[src/source/dcache_defs.svh]
`ifndef DCACHE_DEFS_SVH
`define DCACHE_DEFS_SVH

// ====================
// Geometry
// ====================
`define DC_XLEN        32
`define DC_LINE_WORDS  4
`define DC_LINE_BITS   128   // DC_XLEN * DC_LINE_WORDS
`define DC_N_WAYS      4
`define DC_N_SETS      16
`define DC_WAY_BITS    2
`define DC_SET_BITS    4
`define DC_WORD_BITS   2
`define DC_TAG_BITS    24    // Above set, word and byte bits

`endif

[src/source/cache_geom_pkg.sv]
`include "dcache_defs.svh"

package cache_geom_pkg;

    // Request address, whole word or lookup fields
    typedef union packed
    {
        logic [`DC_XLEN-1:0] raw;          // Memory side view
        struct packed
        {
            logic [`DC_TAG_BITS-1:0]  tag;
            logic [`DC_SET_BITS-1:0]  set;
            logic [`DC_WORD_BITS-1:0] word;  // Word in line
            logic [1:0]               byte_off;
        } fields;
    } dc_addr_u;

    // Index types
    typedef logic [`DC_SET_BITS-1:0]  dc_set_t;
    typedef logic [`DC_WAY_BITS-1:0]  dc_way_t;
    typedef logic [`DC_WORD_BITS-1:0] dc_word_t;

    // Word 0 sits in the low bits
    typedef logic [`DC_LINE_BITS-1:0] dc_line_t;

endpackage

[src/source/dcache_flush_counter.sv]
`timescale 1ns/1ps

module dcache_flush_counter
(
    input  logic                     clk_i,
    input  logic                     rst_i,
    input  logic                     step_i,
    output cache_geom_pkg::dc_set_t  walk_set_o,
    output cache_geom_pkg::dc_way_t  walk_way_o,
    output logic                     last_o
);

    // Way in the upper bits, so the set index runs fastest
    always_ff @(posedge clk_i)
    begin
        if (rst_i)
        begin
            walk_set_o <= '0;
            walk_way_o <= '0;
        end
        else if (step_i)
            {walk_way_o, walk_set_o} <= {walk_way_o, walk_set_o} + 1'b1;  // Wraps to zero
    end

    assign last_o = (&walk_set_o) && (&walk_way_o);

endmodule

[config.mk]
export PLATFORM = sky130hd
export DESIGN_NAME = dcache_flush_counter
export DESIGN_NICKNAME = d
export VERILOG_FILES = /design/src/source/cache_geom_pkg.sv /design/src/source/dcache_flush_counter.sv
export VERILOG_INCLUDE_DIRS = /design/src /design/src/source
export SDC_FILE = /design/constraint.sdc
export NUM_CORES = 1
export LEC_CHECK = 0
export BUFFER_PORTS_ARGS = -buffer_cell sky130_fd_sc_hd__clkbuf_2
export CAP_MARGIN = 20
export CELL_PAD_IN_SITES_DETAIL_PLACEMENT = 1
export CELL_PAD_IN_SITES_GLOBAL_PLACEMENT = 1
export CORE_AREA = 2 2 39 41
export CTS_CLUSTER_SIZE = 10
export DETAILED_ROUTE_END_ITERATION = 7
export DIE_AREA = 0 0 41 43
export HOLD_SLACK_MARGIN = 0.12
export MAX_ROUTING_LAYER = met4
export PLACE_DENSITY = 0.49
export SLEW_MARGIN = 20
export SYNTH_ARGS = -nofsm -noshare
export SYNTH_HDL_FRONTEND = slang
export SYNTH_SLANG_ARGS = --single-unit
[constraint.sdc]
create_clock -name clk_i -period 1.47 [get_ports clk_i]
set_input_delay 0.0735 -clock clk_i [delete_from_list [all_inputs] [get_ports clk_i]]
set_output_delay 0.0735 -clock clk_i [all_outputs]
set_load 0.05 [all_outputs]
# Word-level counts from Yosys, hierarchy flattened

Cells that the tools add are included.

Add/subtract/negate cells: 1
Reductions and logical operators: 3

Operators by type and width:

| kind                                        | count |
|---|---|
| adder 6 x 1 -> 6 bit, second input constant | 1 |
| AND reduction 4 bit                         | 1 |
| AND reduction 2 bit                         | 1 |
| logical AND 1 bit                           | 1 |

Bits in registers: 6
Input port bits: 3

# Longest topological paths before layout

Depth in word-level cells: 2
Depth in mapped cells: 4

# Least setup slack after synthesis

No wires, ideal clock.

Path type: register to output
Start: register walk_set_o[0]
End: output last_o
Arrival time: 1.706 ns
Required time: 1.397 ns
Slack: -0.309 ns
Cell stages (with the launch flop): 4
Path buffers: 0
Path through: dfxtp_1 > ha_1 > nand3_1 > nor2_1

Longest elaborated chain between the ends: 2

Ends and longest elaborated chain:

| what                   | RTL line                   | text |
|---|---|---|
| start, declared        | dcache_flush_counter.sv:8  | `output cache_geom_pkg::dc_set_t walk_set_o,` |
| start signal, assigned | dcache_flush_counter.sv:22 | `{walk_way_o, walk_set_o} <= {walk_way_o, walk_set_o} + 1'b1;` |
| AND reduction 4 bit    | dcache_flush_counter.sv:25 | `assign last_o = (&walk_set_o) && (&walk_way_o);` |
| logical AND 1 bit      | dcache_flush_counter.sv:25 |  |
| end, declared          | dcache_flush_counter.sv:10 | `output logic last_o` |

No other way between the ends.

# Worst setup path in the final report

Start: register walk_set_o[1]
End: output last_o

The elaborated chain is that of the path after synthesis.

==> results.env <==
RUN_STATUS='finished clean'
CTS-HTREE-LEVELS=1
YS_SEQ_AREA_FRAC=0.478
GRT_REMAINING_OVERFLOW=0
DIODES=0
FP.COREAREA_SQ_UM=1380
DIE_WIDTH_UM=41
GRT_PASS1_WL_UM=862
SYNTHTOPCELLSBYAREA='dfxtp_1, xor2_1, nor2_1, ha_1, nand4_2'
MAXIMUM_CLOCK_PATH_BUFFER_COUNT=2
FINAL_MIN_PERIOD_OVER_CLOCK_PERIOD=0.925
TIMING.FINAL.HOLD_VIOLATIONS=0
LAST_WEIGHTED_CONGESTION_VALUE_OF_THE_ROUTABILITY_DRIVEN_PLACER=0.680
SYNTH_TOP_CELL_AREA_SHARE=0.478
POSTROUTEANTENNANETS=0
POWER.STATIC_LEAKAGE_nW=0.161
TIMING.FINAL.SETUP_VIOLATIONS=0
MAX_CAP_VIOLATIONS=0
SYNTH_AREA_PER_CELL_SQ_UM=9.31
GRTUSAGETOTAL=0.0813
FIRST_GLOBAL_VIAS=207
FLOORPLAN.DIE.HEIGHT_UM=43
CRIT_PATH_MAX_FANOUT=4
CTS-BUFFERS-INSERTED=3
ROUTE.VIAS.TOTAL=238
NUMBER_OF_FLIP_FLOPS_AND_LATCHES_IN_THE_SYNTHESIZED_NETLIST=6
SYNTH_COMMON_CELLS='dfxtp_1, nor2_1, nand2_1, xor2_1'
PLACEMENT.IO_BUFFERS=9
ROUTE.DETAILED.DRC=0
IO-PIN-COUNT=10
SYNTH.LARGEST_AREA_CELL='dfxtp_1'
CTS_TREE='yes'
TIMING.RR.START='walk_set_o[2]$_SDFFE_PP0P_'
PIN_COUNT_OF_THE_BIGGEST_NET_ENTERING_GLOBAL_ROUTING=7
RSZ0062_AT_GRT='no'
CLOCK_SINK_COUNT=6
HOLDCRITPATHCLASS='in2reg'
WORSTSETUPPATHTYPE='reg2out'
FLOORPLAN.INITIALDENSITY=0.182
FP-ROW-COUNT=14
VDD_IR_DROP_MAX_V=0.000346
POSTROUTEWIRELENGTH_UM=565
LAYOUT_MIN_CYCLE_TIME_NS=1.36
WORSTMARGINPINSLEW_NS=0.282
CP_DATA_ARRIVAL_TIME_NS=1.29
CLOCK-ROOT-BUFFER='clkbuf_4'
TOTAL_POWER_PER_UNIT_CELL_AREA_nW_PER_UM2=1070
TNS_NS=0
SYNTH.NET_COUNT=31
TIMING.REG2REG.WORST_PATH_DEPTH=3
HOLD-WORST-SLACK_NS=0.173
CTS_POST_SETUP_BUFFERS_INSERTED=0
SYNTH_CELLS=27
CP-END-KIND='output port'
ROUTE.DETAILED.WL_PER_INST_UM=10.1
MIN_TO='walk_set_o[0]$_SDFFE_PP0P_'
AVGVIACOUNTPERCELL=4.25
WHS_PATH_DEPTH=3
INITIALDRTVIOLATIONCOUNT=4
NUM-NETS-FINAL=46
POSTSYNTH.ASYNCRESETSHARE=0
FINAL_LAYOUT_SIZE_SUFFIX_GT1_FRAC=0.375
AREA_GROW_SYN2LAYOUT_PCT=43.3
SYNTH.YOSYS.WARNINGS=0
R2R-END='walk_way_o[1]$_SDFFE_PP0P_'
CLKLATENCYLATEPIN_NS=0.25
SYNTH.LIB_CELLS_USED.DISTINCT=13
SYNTH_EDF_COUNT=0
FIN_SKEW_NS=0.00376
TIMING.CRITICAL_PATH.FROM='walk_set_o[1]$_SDFFE_PP0P_'
DRT_PASS1_ITERATIONS=2
REG2REG_SLACK_NS=0.35
GRT_ANTENNA_BEFORE_REPAIR=0
WORST_SETUP_PATH_START_KIND='register'
MAX-SLEW-MARGIN-REL=0.812
MAX_FREQ_MHz=735
REPORT.FINAL.SLEW_VIOL_COUNT=0
DIEAREA_SQ_UM=1760
CP_DATA_REQUIRED_TIME_NS=1.40
CTS.CLK_SLEW.WORST_PATHS_NS=0.05
SYNTH.CELL_AREA_SQ_UM=251
WORST_HOLD_STARTPOINT='step_i'
DOMINANTREGCELLSYNTH='dfxtp_1'
## worst max-delay path by stage
stage,end,slack (ns),cells after the start
2_1_floorplan,last_o,0.02,3
3_3_place_gp,last_o,0.33,4
3_5_place_dp,last_o,0.29,4
4_1_cts,last_o,0.02,4
5_1_grt,last_o,0.03,4
6_report,last_o,0.11,4
## state kept, by name, summed over array words and instances (netlist names)
signal,count
walk_set_o,4
walk_way_o,2
## cell families after synthesis
kind of cell               count (synthesis)  synth area share
and+or+nand+nor                           13             0.254
DFF                                        6             0.478
xor gates and xnor gates                   4             0.139
AOI/OAI and AO/OA                          2            0.0398
muxes                                      1            0.0398
adders and majority gates                  1            0.0497
## critical path, cell delays in order (launching register included)
cell,delay [ns]
dfxtp_1,0.39
ha_1,0.21
nand3_1,0.13
nor2_4,0.09
clkbuf_4,0.22
## area by class of cell
cell class / instances / area, sq um
multi-input combinational: 21 / 139
sequential: 6 / 121
fill: 171 / 1020
tap: 16 / 20.0
clock buffer: 3 / 22.5
timing repair buffer: 10 / 57.6
## layer usage
metal / GRT usage / up-vias / part of all wire
met1: 0.103 / 107 / 0.48
met2: 0.0813 / 11 / 0.40
li1: - / 118 / -
met5: - / - / 0
met3: 0.0471 / 2 / 0.085
met4: 0.0800 / 0 / 0.030
## layout by cell type, fill, tap and decap left out, drive strengths merged
master       count
a21oi            1
clkbuf          12
dfxtp            6
dlygate4sd3      1
ha               1
mux2i            1
nand2            3
nand3            1
nand4            2
nor2             6
o21ai            1
or3              1
xnor2            1
xor2             3
## per-stage QoR
stage	worst slack [ns]	util	power (mW)	area, sq um	std cells
after floorplan	0.0166	-	0.212	259	27
after global placement	0.329	0.234	0.226	324	52
after detailed placement	0.290	0.234	0.229	324	52
after CTS	0.0178	0.258	0.392	357	56
after global routing	0.0273	0.260	0.403	360	56
final	0.110	0.260	0.384	360	56
## timing repair
action                                  4_1_cts  5_1_grt
gates resized for setup                       0        3
hold buffers                                  1        0
endpoints found under the setup margin        0        1
endpoints found under the hold margin         6        0
## power breakdown
part	leakage (nW)	switching, mW	total (mW)	internal (mW)
sequential	0.0490	0.00840	0.178	0.170
combinational	0.0978	0.0342	0.0498	0.0156
clock	0.0138	0.0633	0.156	0.0926
total	0.161	0.106	0.384	0.278
No activity file was read; power rests on OpenSTA's default activity.
