--- src/source/dcache_defs.svh ---
`ifndef DCACHE_DEFS_SVH
`define DCACHE_DEFS_SVH

// ====================
// Geometry
// ====================
`define DC_XLEN        32
`define DC_LINE_WORDS  4
`define DC_LINE_BITS   128   // DC_XLEN * DC_LINE_WORDS
`define DC_N_WAYS      4
`define DC_N_SETS      16
`define DC_WAY_BITS    2
`define DC_SET_BITS    4
`define DC_WORD_BITS   2
`define DC_TAG_BITS    24    // Above set, word and byte bits

`endif

--- src/source/cache_geom_pkg.sv ---
`include "dcache_defs.svh"

package cache_geom_pkg;

    // Request address, whole word or lookup fields
    typedef union packed
    {
        logic [`DC_XLEN-1:0] raw;          // Memory side view
        struct packed
        {
            logic [`DC_TAG_BITS-1:0]  tag;
            logic [`DC_SET_BITS-1:0]  set;
            logic [`DC_WORD_BITS-1:0] word;  // Word in line
            logic [1:0]               byte_off;
        } fields;
    } dc_addr_u;

    // Index types
    typedef logic [`DC_SET_BITS-1:0]  dc_set_t;
    typedef logic [`DC_WAY_BITS-1:0]  dc_way_t;
    typedef logic [`DC_WORD_BITS-1:0] dc_word_t;

    // Word 0 sits in the low bits
    typedef logic [`DC_LINE_BITS-1:0] dc_line_t;

endpackage

--- src/source/cache_ctrl_pkg.sv ---
package cache_ctrl_pkg;

    // Controller states
    typedef enum logic [3:0]
    {
        Idle,
        Lookup,       // Tag compare, hit answered here
        Evict,        // Dirty victim out to memory
        EvictDone,
        Fill,         // Line in from memory
        FillDone,     // Line written, request answered
        FlushCheck,   // Dirty test of walk entry
        FlushWb,
        FlushNext     // Walk counter step
    } dc_state_e;

    // Data store write source
    typedef enum logic
    {
        WsrcMerge,    // Processor bytes into hit line
        WsrcFill      // Fetched line
    } dc_wsrc_e;

    // Memory address source
    typedef enum logic [1:0]
    {
        MselFill,
        MselEvict,
        MselFlush
    } dc_msel_e;

endpackage

--- src/source/dcache_mem_port.sv ---
`timescale 1ns/1ps
`include "dcache_defs.svh"

module dcache_mem_port
(
    input  logic                      clk_i,
    input  logic                      rst_i,
    input  logic                      evict_req_i,
    input  logic                      fill_req_i,
    input  logic                      flush_wb_req_i,
    input  cache_geom_pkg::dc_addr_u  req_addr_i,
    input  logic [`DC_TAG_BITS-1:0]   victim_tag_i,
    input  logic [`DC_TAG_BITS-1:0]   walk_tag_i,
    input  cache_geom_pkg::dc_set_t   walk_set_i,
    input  cache_geom_pkg::dc_line_t  evict_line_i,
    input  logic [`DC_LINE_BITS-1:0]  m_data_i,
    input  logic                      m_ready_i,
    output logic [`DC_XLEN-1:0]       m_addr_o,
    output logic [`DC_LINE_BITS-1:0]  m_data_o,
    output logic                      m_strobe_o,
    output logic                      m_rw_o,
    output cache_geom_pkg::dc_line_t  fill_line_o,
    output logic                      mem_done_o
);
    import cache_geom_pkg::*;
    import cache_ctrl_pkg::*;

    dc_msel_e  msel;
    dc_addr_u  line_addr;
    logic      start;

    // Requests are levels, so only launch when nothing is in flight
    assign start = (evict_req_i || fill_req_i || flush_wb_req_i) && !m_strobe_o;
    assign msel  = flush_wb_req_i ? MselFlush : (evict_req_i ? MselEvict : MselFill);

    // Line address built through the lookup fields
    always_comb
    begin
        line_addr = req_addr_i;
        case (msel)
            MselEvict:
                line_addr.fields.tag = victim_tag_i;
            MselFlush:
            begin
                line_addr.fields.tag = walk_tag_i;
                line_addr.fields.set = walk_set_i;
            end
            default: ;
        endcase
        line_addr.fields.word     = '0;
        line_addr.fields.byte_off = '0;
    end

    always_ff @(posedge clk_i)
    begin
        if (rst_i)
            m_strobe_o <= 1'b0;
        else if (start)
            m_strobe_o <= 1'b1;
        else if (m_ready_i)
            m_strobe_o <= 1'b0;   // Falls the cycle after ready
    end

    // ====================
    // Payload
    // ====================
    always_ff @(posedge clk_i)
    begin
        if (start)
        begin
            m_addr_o <= line_addr.raw;
            m_data_o <= evict_line_i;
            m_rw_o   <= (msel != MselFill);
        end
        if (mem_done_o && !m_rw_o)
            fill_line_o <= m_data_i;   // Ready for FillDone
    end

    assign mem_done_o = m_strobe_o && m_ready_i;

endmodule

--- config.mk ---
export PLATFORM = sky130hd
export DESIGN_NAME = dcache_mem_port
export DESIGN_NICKNAME = d
export VERILOG_FILES = /design/src/source/cache_geom_pkg.sv /design/src/source/cache_ctrl_pkg.sv /design/src/source/dcache_mem_port.sv
export VERILOG_INCLUDE_DIRS = /design/src /design/src/source
export SDC_FILE = /design/constraint.sdc
export NUM_CORES = 1
export LEC_CHECK = 0
export BUFFER_PORTS_ARGS = -buffer_cell sky130_fd_sc_hd__buf_2
export CORE_AREA = 2 2 250 252
export CTS_CLUSTER_SIZE = 8
export DETAILED_ROUTE_END_ITERATION = 10
export DIE_AREA = 0 0 252 254
export PLACE_DENSITY = 0.48
export SKIP_CTS_REPAIR_TIMING = 1
export SYNTH_ARGS = -nofsm -noshare
export SYNTH_HDL_FRONTEND = slang
export SYNTH_SLANG_ARGS = --single-unit
--- constraint.sdc ---
create_clock -name clk_i -period 14.9 [get_ports clk_i]
set_input_delay 2.235 -clock clk_i [delete_from_list [all_inputs] [get_ports clk_i]]
set_output_delay 2.235 -clock clk_i [all_outputs]
set_load 0.02 [all_outputs]
After elaboration in Yosys (flattened, before gate mapping)
Index checks and enable logic that the tools add are counted.
{"block": "op_classes", "n_eq_ne": 2, "n_shift": 0, "div_mod_pow": 0, "bitwise": 0, "mux": 6, "n_reduce_logical": 9, "order_cmp": 0, "addsub": 0, "multipliers": 0}
{"cell": "24-bit case mux with 2 select lines", "n": 1}
{"cell": "4-bit 2-to-1 mux", "n": 1}
{"cell": "2-bit nonzero test", "n": 2}
{"cell": "1-bit logical AND", "n": 3}
{"cell": "1-bit 2-to-1 mux", "n": 3}
{"cell": "2-bit by 1-bit == test with 1-bit output (second input constant)", "n": 1}
{"cell": "2-bit == test (second input constant)", "n": 1}
{"cell": "1-bit logical NOT", "n": 2}
{"cell": "1-bit logical OR", "n": 2}
{"cell": "2-bit 2-to-1 mux", "n": 1}
{"block": "word_totals", "memories": 0, "latch_bits": 0, "wordCells": 22, "output_inout_bits": 291, "ram_bits": 0, "inputBits": 346, "romBits": 0, "regBits": 286}

Depth between registers and ports, before layout
{"block": "logic_depth", "depth_word": 4, "mapped_depth": 4, "ltp_nobuf": 2}

Worst setup path before layout
OpenSTA, ideal clock, no wires.
{"block": "synth_path", "kind": "input to register", "startpoint": "in evict_req_i", "endpoint": "reg m_addr_o[10] (enable)", "t_required_ns": 14.220, "t_arrival_ns": 9.157, "n_path_buf": 2, "path_stages": 4, "setup_time_ns": 0.680, "setup_slack_ns": 5.063, "cell_sequence": "buf_6 > buf_12 > nor3_1 > nor2_1"}
{"block": "synth_via", "elab_chain_cells": 3}
{"element": "from (decl)", "line_no": "dcache_mem_port.sv:8", "text": "input logic evict_req_i,"}
{"element": "1-bit logical OR (2 in series)", "line_no": "dcache_mem_port.sv:33", "text": "assign start = (evict_req_i || fill_req_i || flush_wb_req_i) && !m_strobe_o;"}
{"element": "1-bit logical AND", "line_no": "dcache_mem_port.sv:33"}
{"element": "named net start", "line_no": "dcache_mem_port.sv:30", "text": "logic start;"}
{"element": "to (signal assigned)", "line_no": "dcache_mem_port.sv:71", "text": "m_addr_o <= line_addr.raw;"}
{"element": "to (decl)", "line_no": "dcache_mem_port.sv:18", "text": "output logic [`DC_XLEN-1:0] m_addr_o,"}
The timed path passes the listed nets, and every way through them passes these cells.
A chain may end at the register's enable or synchronous reset.

Worst setup path in the final report
{"block": "layout_path", "startpoint": "in m_ready_i", "endpoint": "out mem_done_o"}
{"block": "layout_via", "elab_chain_cells": 1}
{"element": "from (decl)", "line_no": "dcache_mem_port.sv:17", "text": "input logic m_ready_i,"}
{"element": "1-bit logical AND", "line_no": "dcache_mem_port.sv:79", "text": "assign mem_done_o = m_strobe_o && m_ready_i;"}
{"element": "to (decl)", "line_no": "dcache_mem_port.sv:23", "text": "output logic mem_done_o"}
No other way between the ends.

==> results.md <==
* Clock Skew at 0.01630 ns
* Outcome: finished, final reports clean
* CP top delay family: simple AND/OR/NAND/NOR gates
* Routed vias/inst at 3.351
* Synth cell types at 19
* WS Path Type: input port to primary output
* Ys async rst share at 0
* Critical Path AT at 2.87 ns
* RSZ-0062 raised after global routing: no
* Crit-path max FO at 3
* Clk sinks at 286
* Mean Syn Cell Area at 24.15 µm²
* Worst Path Buf+Inv at 2
* Number of buffers created by CTS at 43
* Initial DRC Count at 194
* Final Slew Violations at 0
* TritonCTS clock tree: yes
* Cells after Synth at 383
* Drt first pass iters at 7
* Final ANT Viol Nets at 0
* Chip Width at 252 µm
* P_leak at 6.079 nW
* Largest net degree at the start of global routing at 75
* Fin crit share at 0.3426
* Global route total overflow at 0
* Area growth syn-to-layout at 57.00%
* Routed Wire Length at 31,590 µm
* Post-synth EDFFs at 285
* Max stage delay on crit path at 0.32 ns
* Hold Crit Class: register to register
* Fin crit period at 5.105 ns
* DRC errors left at 0
* Crit-path cells: buf_2, and2_1, buf_2
* Top_reg_cell synth: edfxtp_1
* First-pass GRT wire length at 42,230 µm
* Final setup viols at 0
* Count leader, synth: edfxtp_1
* Core Box Area at 61,260 µm²
* Tot GR Track Use at 0.09149
* Share of layout cells above drive strength 1 at 0.6507
* Port bufs at 628
* I/O Pins at 637
* Power density cells at 138.2 nW/µm²
* Worst Hold Launch: m_strobe_o$_SDFFE_PP0P_
* Area share of the largest cell type after synthesis at 0.9252
* Synth Cell Area at 9250 µm²
* Largest area contributor in the netlist: edfxtp_1
* Max Buffers Root-to-Sink at 3
* FMAX at 0.1959 GHz
* Most frequent CP cell: buf_2
* Worst rel slew slack at 0.2941
* Max-cap violations at 0
* Sequential area share after synthesis at 0.9274
* Hold Fails Final Rpt at 0
* Worst setup EP type: primary output
* Critical Path RT at 12.66 ns
* Worst-Skew Late Latency at 0.54 ns
* Nets at 1,398
* Cell Rows at 91
* Setup_tns at 0 ns
* R2r startpoint: m_strobe_o$_SDFFE_PP0P_
* Die height at 254 µm
* FF+latch count, synth at 286
* CP startpoint kind: input port
* Top post-synthesis cells by count: edfxtp_1 (285), mux2i_1 (24), nand2_1 (24)
* Worst Max-Slew Pin Slew at 1.059 ns
* Dominant cells by area after synthesis: edfxtp_1 (93%), mux2i_1 (2.6%), nand2_1 (0.97%)
* Synth Warn # at 0
* Die area at 64,010 µm²
* Core Util, Final at 0.2371
* Clock root buffer: clkbuf_16
* Vias in the first global route at 6,601
* Initial Utilization at 0.1510
* Crit. Startpoint: m_ready_i
* Vias at 6,219
* Maximum vdd drop at 0.08868 mV
* Initial antenna violation count at 7
* Drt wl/cell at 17.02 µm
* Slowest-stage cell, CP: and2_1
* Reg clk slew, reported paths at 0.05 ns
* Placed wire-length estimate at 24,540 µm
* H-tree levels at 2
* Placer Congestion at 0.7827
power breakdown:
group	switching, mW	internal (mW)	total (mW)	leakage [nW]
clock	0.336	0.530	0.867	0.581
sequential	0.0118	0.942	0.954	2.72
combinational	0.121	0.0654	0.187	2.78
registers in the layout, indices dropped and copies added (netlist names):
signal,flops
m_data_o,128
fill_line_o,128
m_addr_o,28
m_rw_o,1
m_strobe_o,1
cell type report:
| cell class | instances | area [µm²] |
|---|---|---|
| Antenna cell | 1 | 2.502 |
| Clock buffer | 51 | 1137 |
| Clock inverter | 7 | 50.05 |
| Fill cell | 6510 | 46730 |
| Multi-Input combinational cell | 87 | 578.1 |
| Sequential cell | 286 | 8578 |
| Tap cell | 790 | 988.4 |
| Timing Repair Buffer | 634 | 3188 |
worst paths after layout:
path         depth (start not counted)  slack (ns)                         end
min reg2reg                          2        0.64     m_strobe_o$_SDFFE_PP0P_
min                                  2        0.64     m_strobe_o$_SDFFE_PP0P_
max reg2reg                          4       12.03  fill_line_o[103]$_DFFE_PP_
max                                  3        9.80                  mem_done_o
worst min-delay path, stage by stage (launching register included):
cell and delay [ns]:
dfxtp_1 0.40, nor4_2 0.07, nor3_1 0.11
layout by cell type (no fill, tap or decap), types with 6 or more instances in the layout:
cell type,instances
mux2i_1,24
clkbuf_1,6
nand2_1,24
o21ai_0,7
buf_4,6
edfxtp_1,285
clkbuf_16,44
o21ai_1,15
buf_2,628
stage by stage:
stage / setup WS [ns] / power [mW] / cells / hold slack, ns / cell area, µm²
floorplan: 5.063 / 1.062 / 386 / 0.6827 / 9261
global placement: 9.725 / 1.158 / 1797 / 0.6206 / 13330
CTS: 9.723 / 2.054 / 1855 / 0.6541 / 14520
global route: 9.705 / 2.096 / 1856 / 0.7395 / 14520
finish: 9.795 / 2.007 / 1856 / 0.6407 / 14520
detailed placement: 9.730 / 1.161 / 1797 / 0.6408 / 13330
cells by family (layout without fill, tap and decap cells):
kind of cell / after synthesis / count (layout) / synth area share
mux: 28 / 28 / 0.03084
compound gates: 24 / 24 / 0.01380
simple gates: 31 / 31 / 0.01461
buf+inv: 13 / 692 / 0.01299
flops: 286 / 286 / 0.9274
other cells: 1 / 5 / 0.0004054
metal layers:
| metal | global-route usage | part of all wire | vias to the layer above |
|---|---|---|---|
| li1 | - | - | 2844 |
| met5 | 0 | 0.0014 | - |
| met2 | 0.1635 | 0.51 | 389 |
| met1 | 0.08836 | 0.34 | 2922 |
| met3 | 0.04896 | 0.13 | 58 |
| met4 | 0.03533 | 0.027 | 6 |
Power figures use the tool's default switching activity.
