--- config.mk ---
export PLATFORM = sky130hd
export DESIGN_NAME = dcache_fsm
export DESIGN_NICKNAME = d
export VERILOG_FILES = /design/src/source/cache_geom_pkg.sv /design/src/source/cache_ctrl_pkg.sv /design/src/source/dcache_fsm.sv
export VERILOG_INCLUDE_DIRS = /design/src /design/src/source
export SDC_FILE = /design/constraint.sdc
export NUM_CORES = 1
export LEC_CHECK = 0
export BUFFER_PORTS_ARGS = -buffer_cell sky130_fd_sc_hd__buf_2
export CAP_MARGIN = 40
export CORE_MARGIN = 8
export CORE_UTILIZATION = 38
export CTS_CLUSTER_SIZE = 12
export DETAILED_ROUTE_END_ITERATION = 12
export PLACE_DENSITY_LB_ADDON = 0.05
export RECOVER_POWER = 25
export SYNTH_ARGS = -nofsm -noshare
export SYNTH_HDL_FRONTEND = slang
export SYNTH_SLANG_ARGS = --single-unit
--- constraint.sdc ---
create_clock -name clk_i -period 3.3 [get_ports clk_i]
set_clock_uncertainty 0.2 [all_clocks]
set_input_delay 0.495 -clock clk_i [delete_from_list [all_inputs] [get_ports clk_i]]
set_output_delay 0.495 -clock clk_i [all_outputs]
set_load 0.03 [all_outputs]
--- src/source/dcache_defs.svh ---
`ifndef DCACHE_DEFS_SVH
`define DCACHE_DEFS_SVH

// ====================
// Geometry
// ====================
`define DC_XLEN        32
`define DC_LINE_WORDS  4
`define DC_LINE_BITS   128   // DC_XLEN * DC_LINE_WORDS
`define DC_N_WAYS      4
`define DC_N_SETS      16
`define DC_WAY_BITS    2
`define DC_SET_BITS    4
`define DC_WORD_BITS   2
`define DC_TAG_BITS    24    // Above set, word and byte bits

`endif

--- src/source/cache_geom_pkg.sv ---
`include "dcache_defs.svh"

package cache_geom_pkg;

    // Request address, whole word or lookup fields
    typedef union packed
    {
        logic [`DC_XLEN-1:0] raw;          // Memory side view
        struct packed
        {
            logic [`DC_TAG_BITS-1:0]  tag;
            logic [`DC_SET_BITS-1:0]  set;
            logic [`DC_WORD_BITS-1:0] word;  // Word in line
            logic [1:0]               byte_off;
        } fields;
    } dc_addr_u;

    // Index types
    typedef logic [`DC_SET_BITS-1:0]  dc_set_t;
    typedef logic [`DC_WAY_BITS-1:0]  dc_way_t;
    typedef logic [`DC_WORD_BITS-1:0] dc_word_t;

    // Word 0 sits in the low bits
    typedef logic [`DC_LINE_BITS-1:0] dc_line_t;

endpackage

--- src/source/cache_ctrl_pkg.sv ---
package cache_ctrl_pkg;

    // Controller states
    typedef enum logic [3:0]
    {
        Idle,
        Lookup,       // Tag compare, hit answered here
        Evict,        // Dirty victim out to memory
        EvictDone,
        Fill,         // Line in from memory
        FillDone,     // Line written, request answered
        FlushCheck,   // Dirty test of walk entry
        FlushWb,
        FlushNext     // Walk counter step
    } dc_state_e;

    // Data store write source
    typedef enum logic
    {
        WsrcMerge,    // Processor bytes into hit line
        WsrcFill      // Fetched line
    } dc_wsrc_e;

    // Memory address source
    typedef enum logic [1:0]
    {
        MselFill,
        MselEvict,
        MselFlush
    } dc_msel_e;

endpackage

--- src/source/dcache_fsm.sv ---
`timescale 1ns/1ps
`include "dcache_defs.svh"

module dcache_fsm
(
    input  logic                      clk_i,
    input  logic                      rst_i,
    input  logic                      p_strobe_i,
    input  logic                      p_rw_i,
    input  logic [`DC_XLEN-1:0]       p_addr_i,
    input  logic [`DC_XLEN/8-1:0]     p_byte_en_i,
    input  logic [`DC_XLEN-1:0]       p_data_i,
    input  logic                      p_flush_i,
    input  logic                      hit_i,
    input  logic                      victim_dirty_i,
    input  logic                      walk_dirty_i,
    input  logic                      mem_done_i,
    input  logic                      last_i,         // Final walk entry
    output cache_geom_pkg::dc_addr_u  req_addr_o,
    output logic                      req_rw_o,
    output logic [`DC_XLEN/8-1:0]     req_be_o,
    output logic [`DC_XLEN-1:0]       req_data_o,
    output logic                      lookup_o,
    output logic                      wr_hit_o,
    output logic                      fill_we_o,
    output logic                      evict_req_o,
    output logic                      fill_req_o,
    output logic                      flush_wb_req_o,
    output logic                      flushing_o,
    output logic                      cnt_step_o,
    output logic                      p_ready_o,
    output logic                      busy_flushing_o
);
    import cache_ctrl_pkg::*;

    dc_state_e state_q, state_d;

    // Request capture, only on a strobe while idle
    always_ff @(posedge clk_i)
    begin
        if (state_q == Idle && p_strobe_i)
        begin
            req_addr_o.raw <= p_addr_i;
            req_rw_o       <= p_rw_i;
            req_be_o       <= p_byte_en_i;
            req_data_o     <= p_data_i;
        end
    end

    always_ff @(posedge clk_i)
    begin
        if (rst_i)
            state_q <= Idle;
        else
            state_q <= state_d;
    end

    // ====================
    // Next state
    // ====================
    always_comb
    begin
        state_d = state_q;
        case (state_q)
            Idle:
                if (p_flush_i)
                    state_d = FlushCheck;   // Flush wins over a strobe
                else if (p_strobe_i)
                    state_d = Lookup;
            Lookup:
                if (hit_i)
                    state_d = Idle;
                else
                    state_d = victim_dirty_i ? Evict : Fill;
            Evict:      state_d = mem_done_i ? EvictDone : Evict;
            EvictDone:  state_d = Fill;
            Fill:       state_d = mem_done_i ? FillDone : Fill;
            FillDone:   state_d = Idle;
            FlushCheck: state_d = walk_dirty_i ? FlushWb : FlushNext;
            FlushWb:    state_d = mem_done_i ? FlushNext : FlushWb;
            FlushNext:  state_d = last_i ? Idle : FlushCheck;
            default:    state_d = Idle;
        endcase
    end

    // High from the cycle after p_flush_i through the last ready
    always_ff @(posedge clk_i)
    begin
        if (rst_i)
            busy_flushing_o <= 1'b0;
        else if (state_q == Idle && p_flush_i)
            busy_flushing_o <= 1'b1;
        else if (state_q == FlushNext && last_i)
            busy_flushing_o <= 1'b0;
    end

    // ====================
    // Decoded controls
    // ====================
    assign lookup_o       = (state_q == Lookup);
    assign wr_hit_o       = lookup_o && hit_i && req_rw_o;
    assign fill_we_o      = (state_q == FillDone);
    assign evict_req_o    = (state_q == Evict);
    assign fill_req_o     = (state_q == Fill);
    assign flush_wb_req_o = (state_q == FlushWb);
    assign cnt_step_o     = (state_q == FlushNext);
    assign flushing_o     = (state_q == FlushCheck) || flush_wb_req_o || cnt_step_o;

    assign p_ready_o = (lookup_o && hit_i) || fill_we_o || (cnt_step_o && last_i);

endmodule

* Yosys cells after proc, flatten, opt, wreduce, memory -nomap -nowiden
Cells that the tools add are included.
Cells by class: equal/unequal tests 9, muxes and demuxes 12, reductions and logical operators 11
Operators by type and width (count):
- $pmux 4 s8 | 1
- $eq 4x3->1 const B | 4
- $mux 4 | 4
- $mux 3 | 3
- $eq 4x2->1 const B | 2
- $logic_and 1x1->1 | 5
- $eq 4x1->1 const B | 1
- $eq 4x4->1 const B | 1
- $logic_not 4->1 | 1
- $logic_or 1x1->1 | 4
- $mux 1 | 4
- $ne 3x3->1 const B | 1
- $reduce_bool 2->1 | 1
Word-level totals: bits in registers 74, bits of input ports 78, output and inout bits 79, logic and storage cells 38

* Depth between registers and ports, before layout
Gate-level depths: netlist of the first run.
depth in word-level cells 4, mapped depth 5, mapped depth without buffers 4

* Least setup slack after synthesis of the first run
Ideal clock, no wire load.
kind reg-to-reg, from register state_q[1], to register req_addr_o[0] (netlist name) (enable), setup time 0.435 ns, data arrival time 2.598 ns, data required time 2.665 ns, path slack 0.067 ns, cell stages (with the launch flop) 5, buffers on the path 1, period minus slack after synthesis 3.233 ns, path through dfxtp_1 -> clkbuf_1 -> or2_2 -> nor3_2 -> and2_1
Between the ends: longest elaborated chain between the ends 2
Ends and longest elaborated chain:
- start, declared | line dcache_fsm.sv:36 | dc_state_e state_q, state_d;
- start signal, assigned | line dcache_fsm.sv:53 | state_q <= Idle;
- start signal, assigned | line dcache_fsm.sv:55 | state_q <= state_d;
- $logic_not 4->1 | line dcache_fsm.sv:41 | if (state_q == Idle && p_strobe_i)
- $logic_and 1x1->1 | line dcache_fsm.sv:41
- end, declared | line dcache_fsm.sv:19 | output cache_geom_pkg::dc_addr_u req_addr_o,
Every way passes these cells. A chain may end at the register's enable or synchronous reset.

* Worst setup path after layout of the first run
from register state_q[1], to output p_ready_o
Between the ends: longest elaborated chain between the ends 4, elaborated cells on any way between the ends 7, classes of those cells eq/ne: 3; reduce/logical: 4
Ends and longest elaborated chain:
- $eq 4x1->1 | line dcache_fsm.sv:100 | assign lookup_o = (state_q == Lookup);
- $logic_and 1x1->1 | line dcache_fsm.sv:109 | assign p_ready_o = (lookup_o && hit_i) || fill_we_o || (cnt_step_o && last_i);
- $logic_or 1x1->1 | line dcache_fsm.sv:109
- $logic_or 1x1->1 * | line dcache_fsm.sv:109
- end, declared | line dcache_fsm.sv:31 | output logic p_ready_o,
Mark *: on every way between the ends. The rest lies on a longest branch, timed or not.

==> results of run 1 <==
[logic make-up after synthesis]
logic type	after synthesis	synth area share, %
AOI/OAI and AO/OA	13	3.53
buffers and inverters	7	1.16
DFF	74	87.5
muxes	2	1.06
and+or+nand+nor	27	6.75
[layout make-up]
cell class / instances / area [µm²]
Sequential cell: 74 / 2170
Clock buffer: 9 / 124
Multi-Input combinational cell: 42 / 283
Timing Repair Buffer: 157 / 801
Tap cell: 77 / 96.3
Clock inverter: 7 / 100
Fill cell: 542 / 2760
Inverter: 4 / 15.0
[power groups by stage]
stage | clock, µW | sequential [µW] | combinational [µW]
4_1_cts | 800 | 1310 | 782
3_3_place_gp | 0 | 1330 | 781
5_1_grt | 843 | 1330 | 817
3_5_place_dp | 0 | 1330 | 781
6_report | 771 | 1310 | 767
2_1_floorplan | 0 | 1640 | 215
[registers in the layout, indices dropped and copies added, names as in the netlist]
| name | flops |
|---|---|
| req_addr_o | 32 |
| req_data_o | 32 |
| req_be_o | 4 |
| state_q | 4 |
| busy_flushing_o | 1 |
| req_rw_o | 1 |
[critical path, stage by stage (launching register included)]
cell and delay (ns):
dfxtp_1 0.39, or2_2 0.37, nor2_1 0.20, nand2_1 0.07, o211ai_1 0.08, buf_2 0.22
[layer usage]
layer | up-vias | track usage [%] | wire, µm
met5 | - | 0 | 0
met4 | 0 | 5.56 | 53
met3 | 7 | 8.75 | 855
met2 | 94 | 20.1 | 2950
met1 | 767 | 13.5 | 2370
li1 | 807 | - | -
[worst max path at each step]
stage / start / end / slack [ns] / depth (start not counted)
global route: state_q[0] / p_ready_o / 0.76 / 4
finish: state_q[1] / p_ready_o / 0.94 / 5
floorplan: state_q[1] / req_addr_o[0] / 0.07 / 4
global placement: state_q[2] / req_data_o[18] / 1.30 / 4
detailed placement: state_q[1] / req_data_o[25] / 1.28 / 4
CTS: state_q[0] / p_ready_o / 0.91 / 4
[Yosys cell counts]
| master | count |
|---|---|
| a211o_1 | 1 |
| a21oi_1 | 5 |
| a22oi_1 | 1 |
| a32oi_1 | 1 |
| and2_1 | 1 |
| and3_1 | 1 |
| and4b_1 | 1 |
| buf_2 | 2 |
| clkbuf_1 | 1 |
| dfxtp_1 | 5 |
| edfxtp_1 | 69 |
| inv_1 | 3 |
| inv_2 | 1 |
| mux2_1 | 1 |
| mux2_4 | 1 |
| nand2_1 | 3 |
| nand2b_1 | 2 |
| nand3_1 | 1 |
| nor2_1 | 6 |
| nor2b_1 | 2 |
| nor3_1 | 3 |
| nor3_2 | 1 |
| nor3b_1 | 1 |
| nor4b_1 | 2 |
| nor4b_2 | 1 |
| nor4bb_1 | 1 |
| o211ai_1 | 1 |
| o21ai_0 | 2 |
| o21ba_2 | 1 |
| o32a_1 | 1 |
| or2_2 | 1 |
[per-stage QoR]
stage	power [µW]	util (%)	setup slack, ns	area (µm²)
global route	2990	56.6	0.762	3590
finish	2850	56.6	0.935	3590
global placement	2110	53.0	1.30	3370
CTS	2890	56.6	0.905	3590
detailed placement	2110	53.0	1.28	3370
floorplan	1850	-	0.0674	2480
==> flow_summary.ini, run 1 <==
[synth]
synth_cell_type_count = 31
netlist.area_leader.share_pct = 83.5
synth.yosys.seq_area_share_pct = 87.5
syn_area_um2 = 2480
yosysWarnings = 0
ys_top_cells_by_area = edfxtp_1, dfxtp_1, a21oi_1
syn_nets = 201
postSynthAreaPerCell_um2 = 20.2
synth-seq-cells = 74
synth.largest_area_cell = edfxtp_1
synthCells = 123

[worst_setup_path]
r2r-end = req_rw_o
r2r_setup_slack_ns = 1.26
reg2reg_from = state_q[1]
arrival_ns = 1.67
required_ns = 2.60
start_kind = register
worstRegToRegCells = 4
end_kind = output pin
critPathMaxFanout = 10
critical_path_class = register to output pin

[min_path]
hold_class = primary input to register
min_delay_path_depth = 1
whs_endpoint = req_data_o[22]
hold_start = p_data_i[22]

[timing]
setup_tns_ns = 0
hold_viol_final = 0
rsz0062_at_grt = false
period_minus_slack_ns = 2.36
slew_viol_final = 0
slew_headroom_pct = 71.6
setup_viol = 0
fmax_mhz = 423
worst_pin_slew_ns = 0.426
finalCritPeriodShare_pct = 71.7
holdWs_ns = 0.133

[clock_network]
cts-root-buf = clkbuf_8
clockBufferDepth = 2
cts_setup_buffers = 0
cts.sinks = 74
ctsHoldBuffers = 0
clk_pin_slew_ns = 0.08
htree_levels = 3
clk-insertion-delay-late_ns = 0.33
postCtsResizedCells = 0
cts_tree = yes
cts_buffers = 9

[routing]
drc = 0
drt-total-wl_mm = 6.23
via_per_inst = 4.53
firstDrtPassIters = 4
antenna_left = 0
vias = 1675
first_iter_violations = 55
avgRoutedWirePerCell_um = 16.8

[cells_and_area]
antenna_cells = 0
syn2layout_area_growth_pct = 44.7
layout_commonest_cell = buf_2
fin_cells = 370
final_cell_mix = buf_2, edfxtp_1, clkbuf_8, nor2_1
finalNetCount = 366
drive_above_1_share_pct = 61.4

[global_route]
grt_use_total_pct = 13.0
first_global_vias = 1834
grt_overflow_total = 0
antenna_found_initial = 0
grt_pass1_wl_mm = 9.60
grt_max_degree = 70

[die]
dieArea_um2 = 9380
ios = 157
start_util_pct = 39.1
die_w_um = 96.8
die_y_um = 96.8
core_area_um2 = 6350
rows = 29

[status]
outcome = complete, no violations

[power]
power_density_nw_per_um2 = 793
cellLeakagePower_uw = 0.00156
power.share.clock_pct = 27.1
p_sw_share_pct = 33.8
p_switching_uw = 962
ir_drop_mv = 0.394
combPwrFrac_pct = 26.9
power.internal_uw = 1890
seq_power_share_pct = 46.0

[run]
cap_viol_max_count = 0

[place]
dp.cells = 354
gp_congestion = 0.781
io_buffers = 156
hpwlAfterDp_mm = 4.83
(Power assumes the default switching activity.)
==> run 2: changes to the inputs <==
clock period = 1.9 ns   (was 3.3 ns; I/O delays follow)
==> flow_summary.ini, run 2 (synthesis results as in run 1) <==
[cells_and_area]
final_cell_mix = buf_2, dlygate4sd3_1, edfxtp_1, clkbuf_8, buf_4
drive_above_1_share_pct = 52.4
layout_commonest_cell = buf_2
finalNetCount = 445
biggestRegsByFlops = req_addr_o x32, req_data_o x32
syn2layout_area_growth_pct = 79.2
antenna_cells = 0
fillers = 429

[power]
seq_power_share_pct = 44.8
p_sw_share_pct = 34.0
power_uw = 5070
cellLeakagePower_uw = 0.00189
power_density_nw_per_um2 = 1140
power.internal_uw = 3350
power.share.clock_pct = 22.4
p_switching_uw = 1720
combPwrFrac_pct = 32.8
ir_drop_mv = 0.680

[worst_setup_path]
start_kind = register
end_kind = output pin
required_ns = 1.41
critPathMaxFanout = 3
arrival_ns = 1.46
critical_path_class = register to output pin

[timing]
worst_pin_slew_ns = 0.277
setup_viol = 2
slew_viol_final = 0
rsz0062_at_grt = true
setup_tns_ns = -0.0838
period_minus_slack_ns = 1.95
fmax_mhz = 514
finalCritPeriodShare_pct = 102
slew_headroom_pct = 81.3
hold_viol_final = 0
setup_ws_ns = -0.0450

[global_route]
grt_overflow_total = 0
grt_max_degree = 30
grt_use_total_pct = 15.3
grt_pass1_wl_mm = 11.4
antenna_found_initial = 0
first_global_vias = 2173

[clock_network]
cts.sinks = 74
htree_levels = 3
cts_buffers = 9
clk-insertion-delay-late_ns = 0.33
cts_tree = yes
clockBufferDepth = 2
cts-root-buf = clkbuf_8
clk_pin_slew_ns = 0.07

[routing]
vias = 1991
via_per_inst = 4.43
drc = 0
avgRoutedWirePerCell_um = 16.5
firstDrtPassIters = 4
drt-total-wl_mm = 7.40
antenna_left = 0
first_iter_violations = 54

[die]
die_y_um = 96.8
dieArea_um2 = 9380
start_util_pct = 39.1
ios = 157
core_area_um2 = 6350
rows = 29
die_w_um = 96.8

[place]
post-place-ws_ns = 0.140
io_buffers = 156
hpwlAfterDp_mm = 4.96
gp_congestion = 0.827

[min_path]
hold_class = primary input to register

[run]
cap_viol_max_count = 0

[status]
outcome = finished, violations left
violations = negative setup slack
-- run 2: cell count changes in the layout (fill, tap and decap cells not counted), sizes merged --
| cell | previous run | this run |
|---|---|---|
| bufinv | 2 | 1 |
| dlygate4sd3 | 0 | 70 |
| clkbuf | 9 | 11 |
| buf | 157 | 164 |
| clkinv | 3 | 6 |
| inv | 6 | 4 |
-- run 2: path summary, 6_finish.rpt --
path | from | to | slack [ns] | depth (start not counted)
setup / recovery | state_q[2] | p_ready_o | -0.05 | 5
hold / removal | p_flush_i | busy_flushing_o | 0.04 | 3
setup reg to reg | state_q[1] | req_addr_o[19] | 0.15 | 4
hold reg to reg | busy_flushing_o | busy_flushing_o | 0.33 | 2
-- run 2: cell type report --
class	count	area (µm²)	share of cell area (%)
Timing Repair Buffer	236	1630	36.5
Inverter	4	15.0	0.337
Sequential cell	74	2180	49.1
Tap cell	77	96.3	2.17
Clock inverter	7	60.1	1.35
Clock buffer	9	124	2.78
Multi-Input combinational cell	42	344	7.73
-- run 2: through the flow --
stage | instances | hold slack, ns | area (µm²) | util (%)
floorplan | 123 | 0.154 | 2530 | -
global placement | 359 | 0.262 | 3460 | 54.4
detailed placement | 359 | 0.263 | 3460 | 54.4
CTS | 447 | 0.0397 | 4390 | 69.1
global route | 449 | 0.0773 | 4450 | 70.1
finish | 449 | 0.0418 | 4450 | 70.1
-- run 2: power by group through the flow --
| stage | registers (µW) | logic [µW] | clock network [µW] |
|---|---|---|---|
| 2_1_floorplan | 2830 | 436 | 0 |
| 3_3_place_gp | 2290 | 1490 | 0 |
| 3_5_place_dp | 2290 | 1500 | 0 |
| 4_1_cts | 2270 | 1640 | 1170 |
| 5_1_grt | 2300 | 1750 | 1240 |
| 6_report | 2270 | 1660 | 1140 |
-- run 2: per-layer routing --
metal  global-route usage (%)  vias up  share of wire [%]  wire [µm]
met2                     24.8       97                 49       3630
met5                        0        -                  0          0
li1                         -      968                  -          -
met4                     5.68        0                1.2         88
met3                     6.76       10                8.6        634
met1                     17.3      916                 41       3050
-- run 2: worst max-delay path, stage by stage, from the launching register on --
cell	delay (ns)
dfxtp_2	0.33
buf_6	0.12
nor4b_4	0.29
nand2_1	0.10
o211ai_1	0.10
buf_4	0.19
-- run 2: repair_timing --
action | CTS | global route
hold endpoints to repair | 74 | 0
cloned | 0 | 0
pin swaps | 3 | 3
hold buffers | 70 | 0
buffers inserted | 2 | 2
gates resized for setup | 12 | 15
setup endpoints to repair | 7 | 5
==> run 3: changes to the inputs <==
PLACE_DENSITY = 0.77   (was unset)
PLACE_DENSITY_LB_ADDON = unset   (was 0.05)
==> flow_summary.ini, run 3 (synthesis results as in run 1) <==
[worst_setup_path]
critPathMaxFanout = 3
start_kind = register
critical_path_class = register to output pin
critical-path-slowest-cell = dfxtp_4
critPathMaxStageDelay_ns = 0.36
crit_chain = buf_6 -> nor4b_4 -> nand2_1 -> o211ai_1 -> buf_4
arrival_ns = 1.52
end_kind = output pin
required_ns = 1.41

[timing]
slew_viol_final = 0
worst_pin_slew_ns = 0.288
setup_tns_ns = -0.143
setup_viol = 2
finalCritPeriodShare_pct = 105
rsz0062_at_grt = true
fmax_mhz = 499
period_minus_slack_ns = 2.00
holdWs_ns = 0.0598
setup_ws_ns = -0.103
hold_viol_final = 0
slew_headroom_pct = 80.5

[cells_and_area]
layout_commonest_cell = buf_2
biggestRegsByFlops = req_addr_o x32, req_data_o x32
syn2layout_area_growth_pct = 82.6
drive_above_1_share_pct = 53.3
final_cell_mix = buf_2, dlygate4sd3_1, edfxtp_1, buf_4, clkbuf_8
finalNetCount = 450

[global_route]
grt_overflow_total = 0
antenna_found_initial = 0
grt_pass1_wl_mm = 12.8
grt_max_degree = 25
first_global_vias = 2362
grt_use_total_pct = 17.7

[die]
die_w_um = 96.8
die_y_um = 96.8
rows = 29
start_util_pct = 39.1
ios = 157
core_area_um2 = 6350
dieArea_um2 = 9380

[power]
power_density_nw_per_um2 = 1200
combPwrFrac_pct = 31.8
ir_drop_mv = 0.751
p_switching_uw = 1790
p_sw_share_pct = 32.8
cellLeakagePower_uw = 0.00194
power_uw = 5450
power.internal_uw = 3660
power.share.clock_pct = 26.2
seq_power_share_pct = 42.0

[routing]
via_per_inst = 4.74
avgRoutedWirePerCell_um = 19.0
drc = 0
antenna_left = 0
first_iter_violations = 88
firstDrtPassIters = 4
drt-total-wl_mm = 8.66
vias = 2158

[clock_network]
clockBufferDepth = 2
cts.sinks = 74
cts-root-buf = clkbuf_8
clk_pin_slew_ns = 0.08
htree_levels = 3
cts_buffers = 9
clk-insertion-delay-late_ns = 0.32
cts_tree = yes

[status]
violations = negative setup slack
outcome = finished, violations left

[place]
io_buffers = 156
gp_congestion = 0.824
hpwlAfterDp_mm = 5.54

[min_path]
hold_class = primary input to register

[run]
cap_viol_max_count = 0
run 3: changes by cell type in the layout (fill, tap and decap cells not counted), moves of 2 or more:
cell / previous run / this run
clkbuf_1: 2 / 5
clkinv_1: 3 / 0
buf_2: 148 / 145
bufinv_16: 1 / 3
buf_6: 5 / 3
buf_4: 8 / 15
run 3: critical path: cells and delay by family, from the launching register on:
kind                   cells  cell delay, ns
AO/OA/AOI/OAI              1            0.12
buffers and inverters      2            0.32
flip-flops                 1            0.36
AND/OR/NAND/NOR            2            0.40
run 3: per-stage QoR:
step           setup WS, ns  instance area [µm²]  utilization, %  std cells
4_1_cts              -0.109                 4490            70.7        453
5_1_grt              -0.155                 4530            71.3        454
6_report             -0.103                 4530            71.4        455
2_1_floorplan        -0.106                 2530               -        123
3_5_place_dp          0.123                 3460            54.4        359
3_3_place_gp          0.169                 3460            54.4        359
run 3: power by group through the flow:
stage,Clock [µW],Combinational [µW],Sequential (µW)
floorplan,0,436,2830
global placement,0,1480,2300
detailed placement,0,1500,2310
CTS,1470,1670,2270
global route,1530,1820,2320
finish,1430,1730,2290
run 3: worst paths after layout:
kind / from / endpoint / slack [ns] / cells after the start
max reg2reg: state_q[2] / busy_flushing_o / 0 / 9
min: p_flush_i / busy_flushing_o / 0.06 / 3
max: state_q[2] / p_ready_o / -0.10 / 5
min reg2reg: busy_flushing_o / busy_flushing_o / 0.32 / 2
run 3: layer usage:
metal / track usage [%] / wire, µm / vias up / share of wire (%)
li1: - / - / 975 / -
met1: 14.7 / 2670 / 1055 / 31
met2: 36.4 / 5190 / 108 / 60
met3: 5.12 / 550 / 20 / 6.3
met4: 8.28 / 255 / 0 / 2.9
met5: 0 / 0 / - / 0
run 3: final cells by class:
cell class | count | area, µm²
inverter | 4 | 15.0
clock buffer | 10 | 128
tap | 77 | 96.3
antenna | 1 | 2.50
timing repair buffer | 241 | 1650
multi-input combinational | 42 | 340
sequential | 74 | 2180
fill | 403 | 1820
clock inverter | 6 | 113
run 3: what timing repair did:
item	in CTS	in global routing
buffers inserted	8	2
hold buffers	70	0
endpoints found under the setup margin	9	9
endpoints found under the hold margin	74	0
resized for setup	12	14
pin swaps	3	5
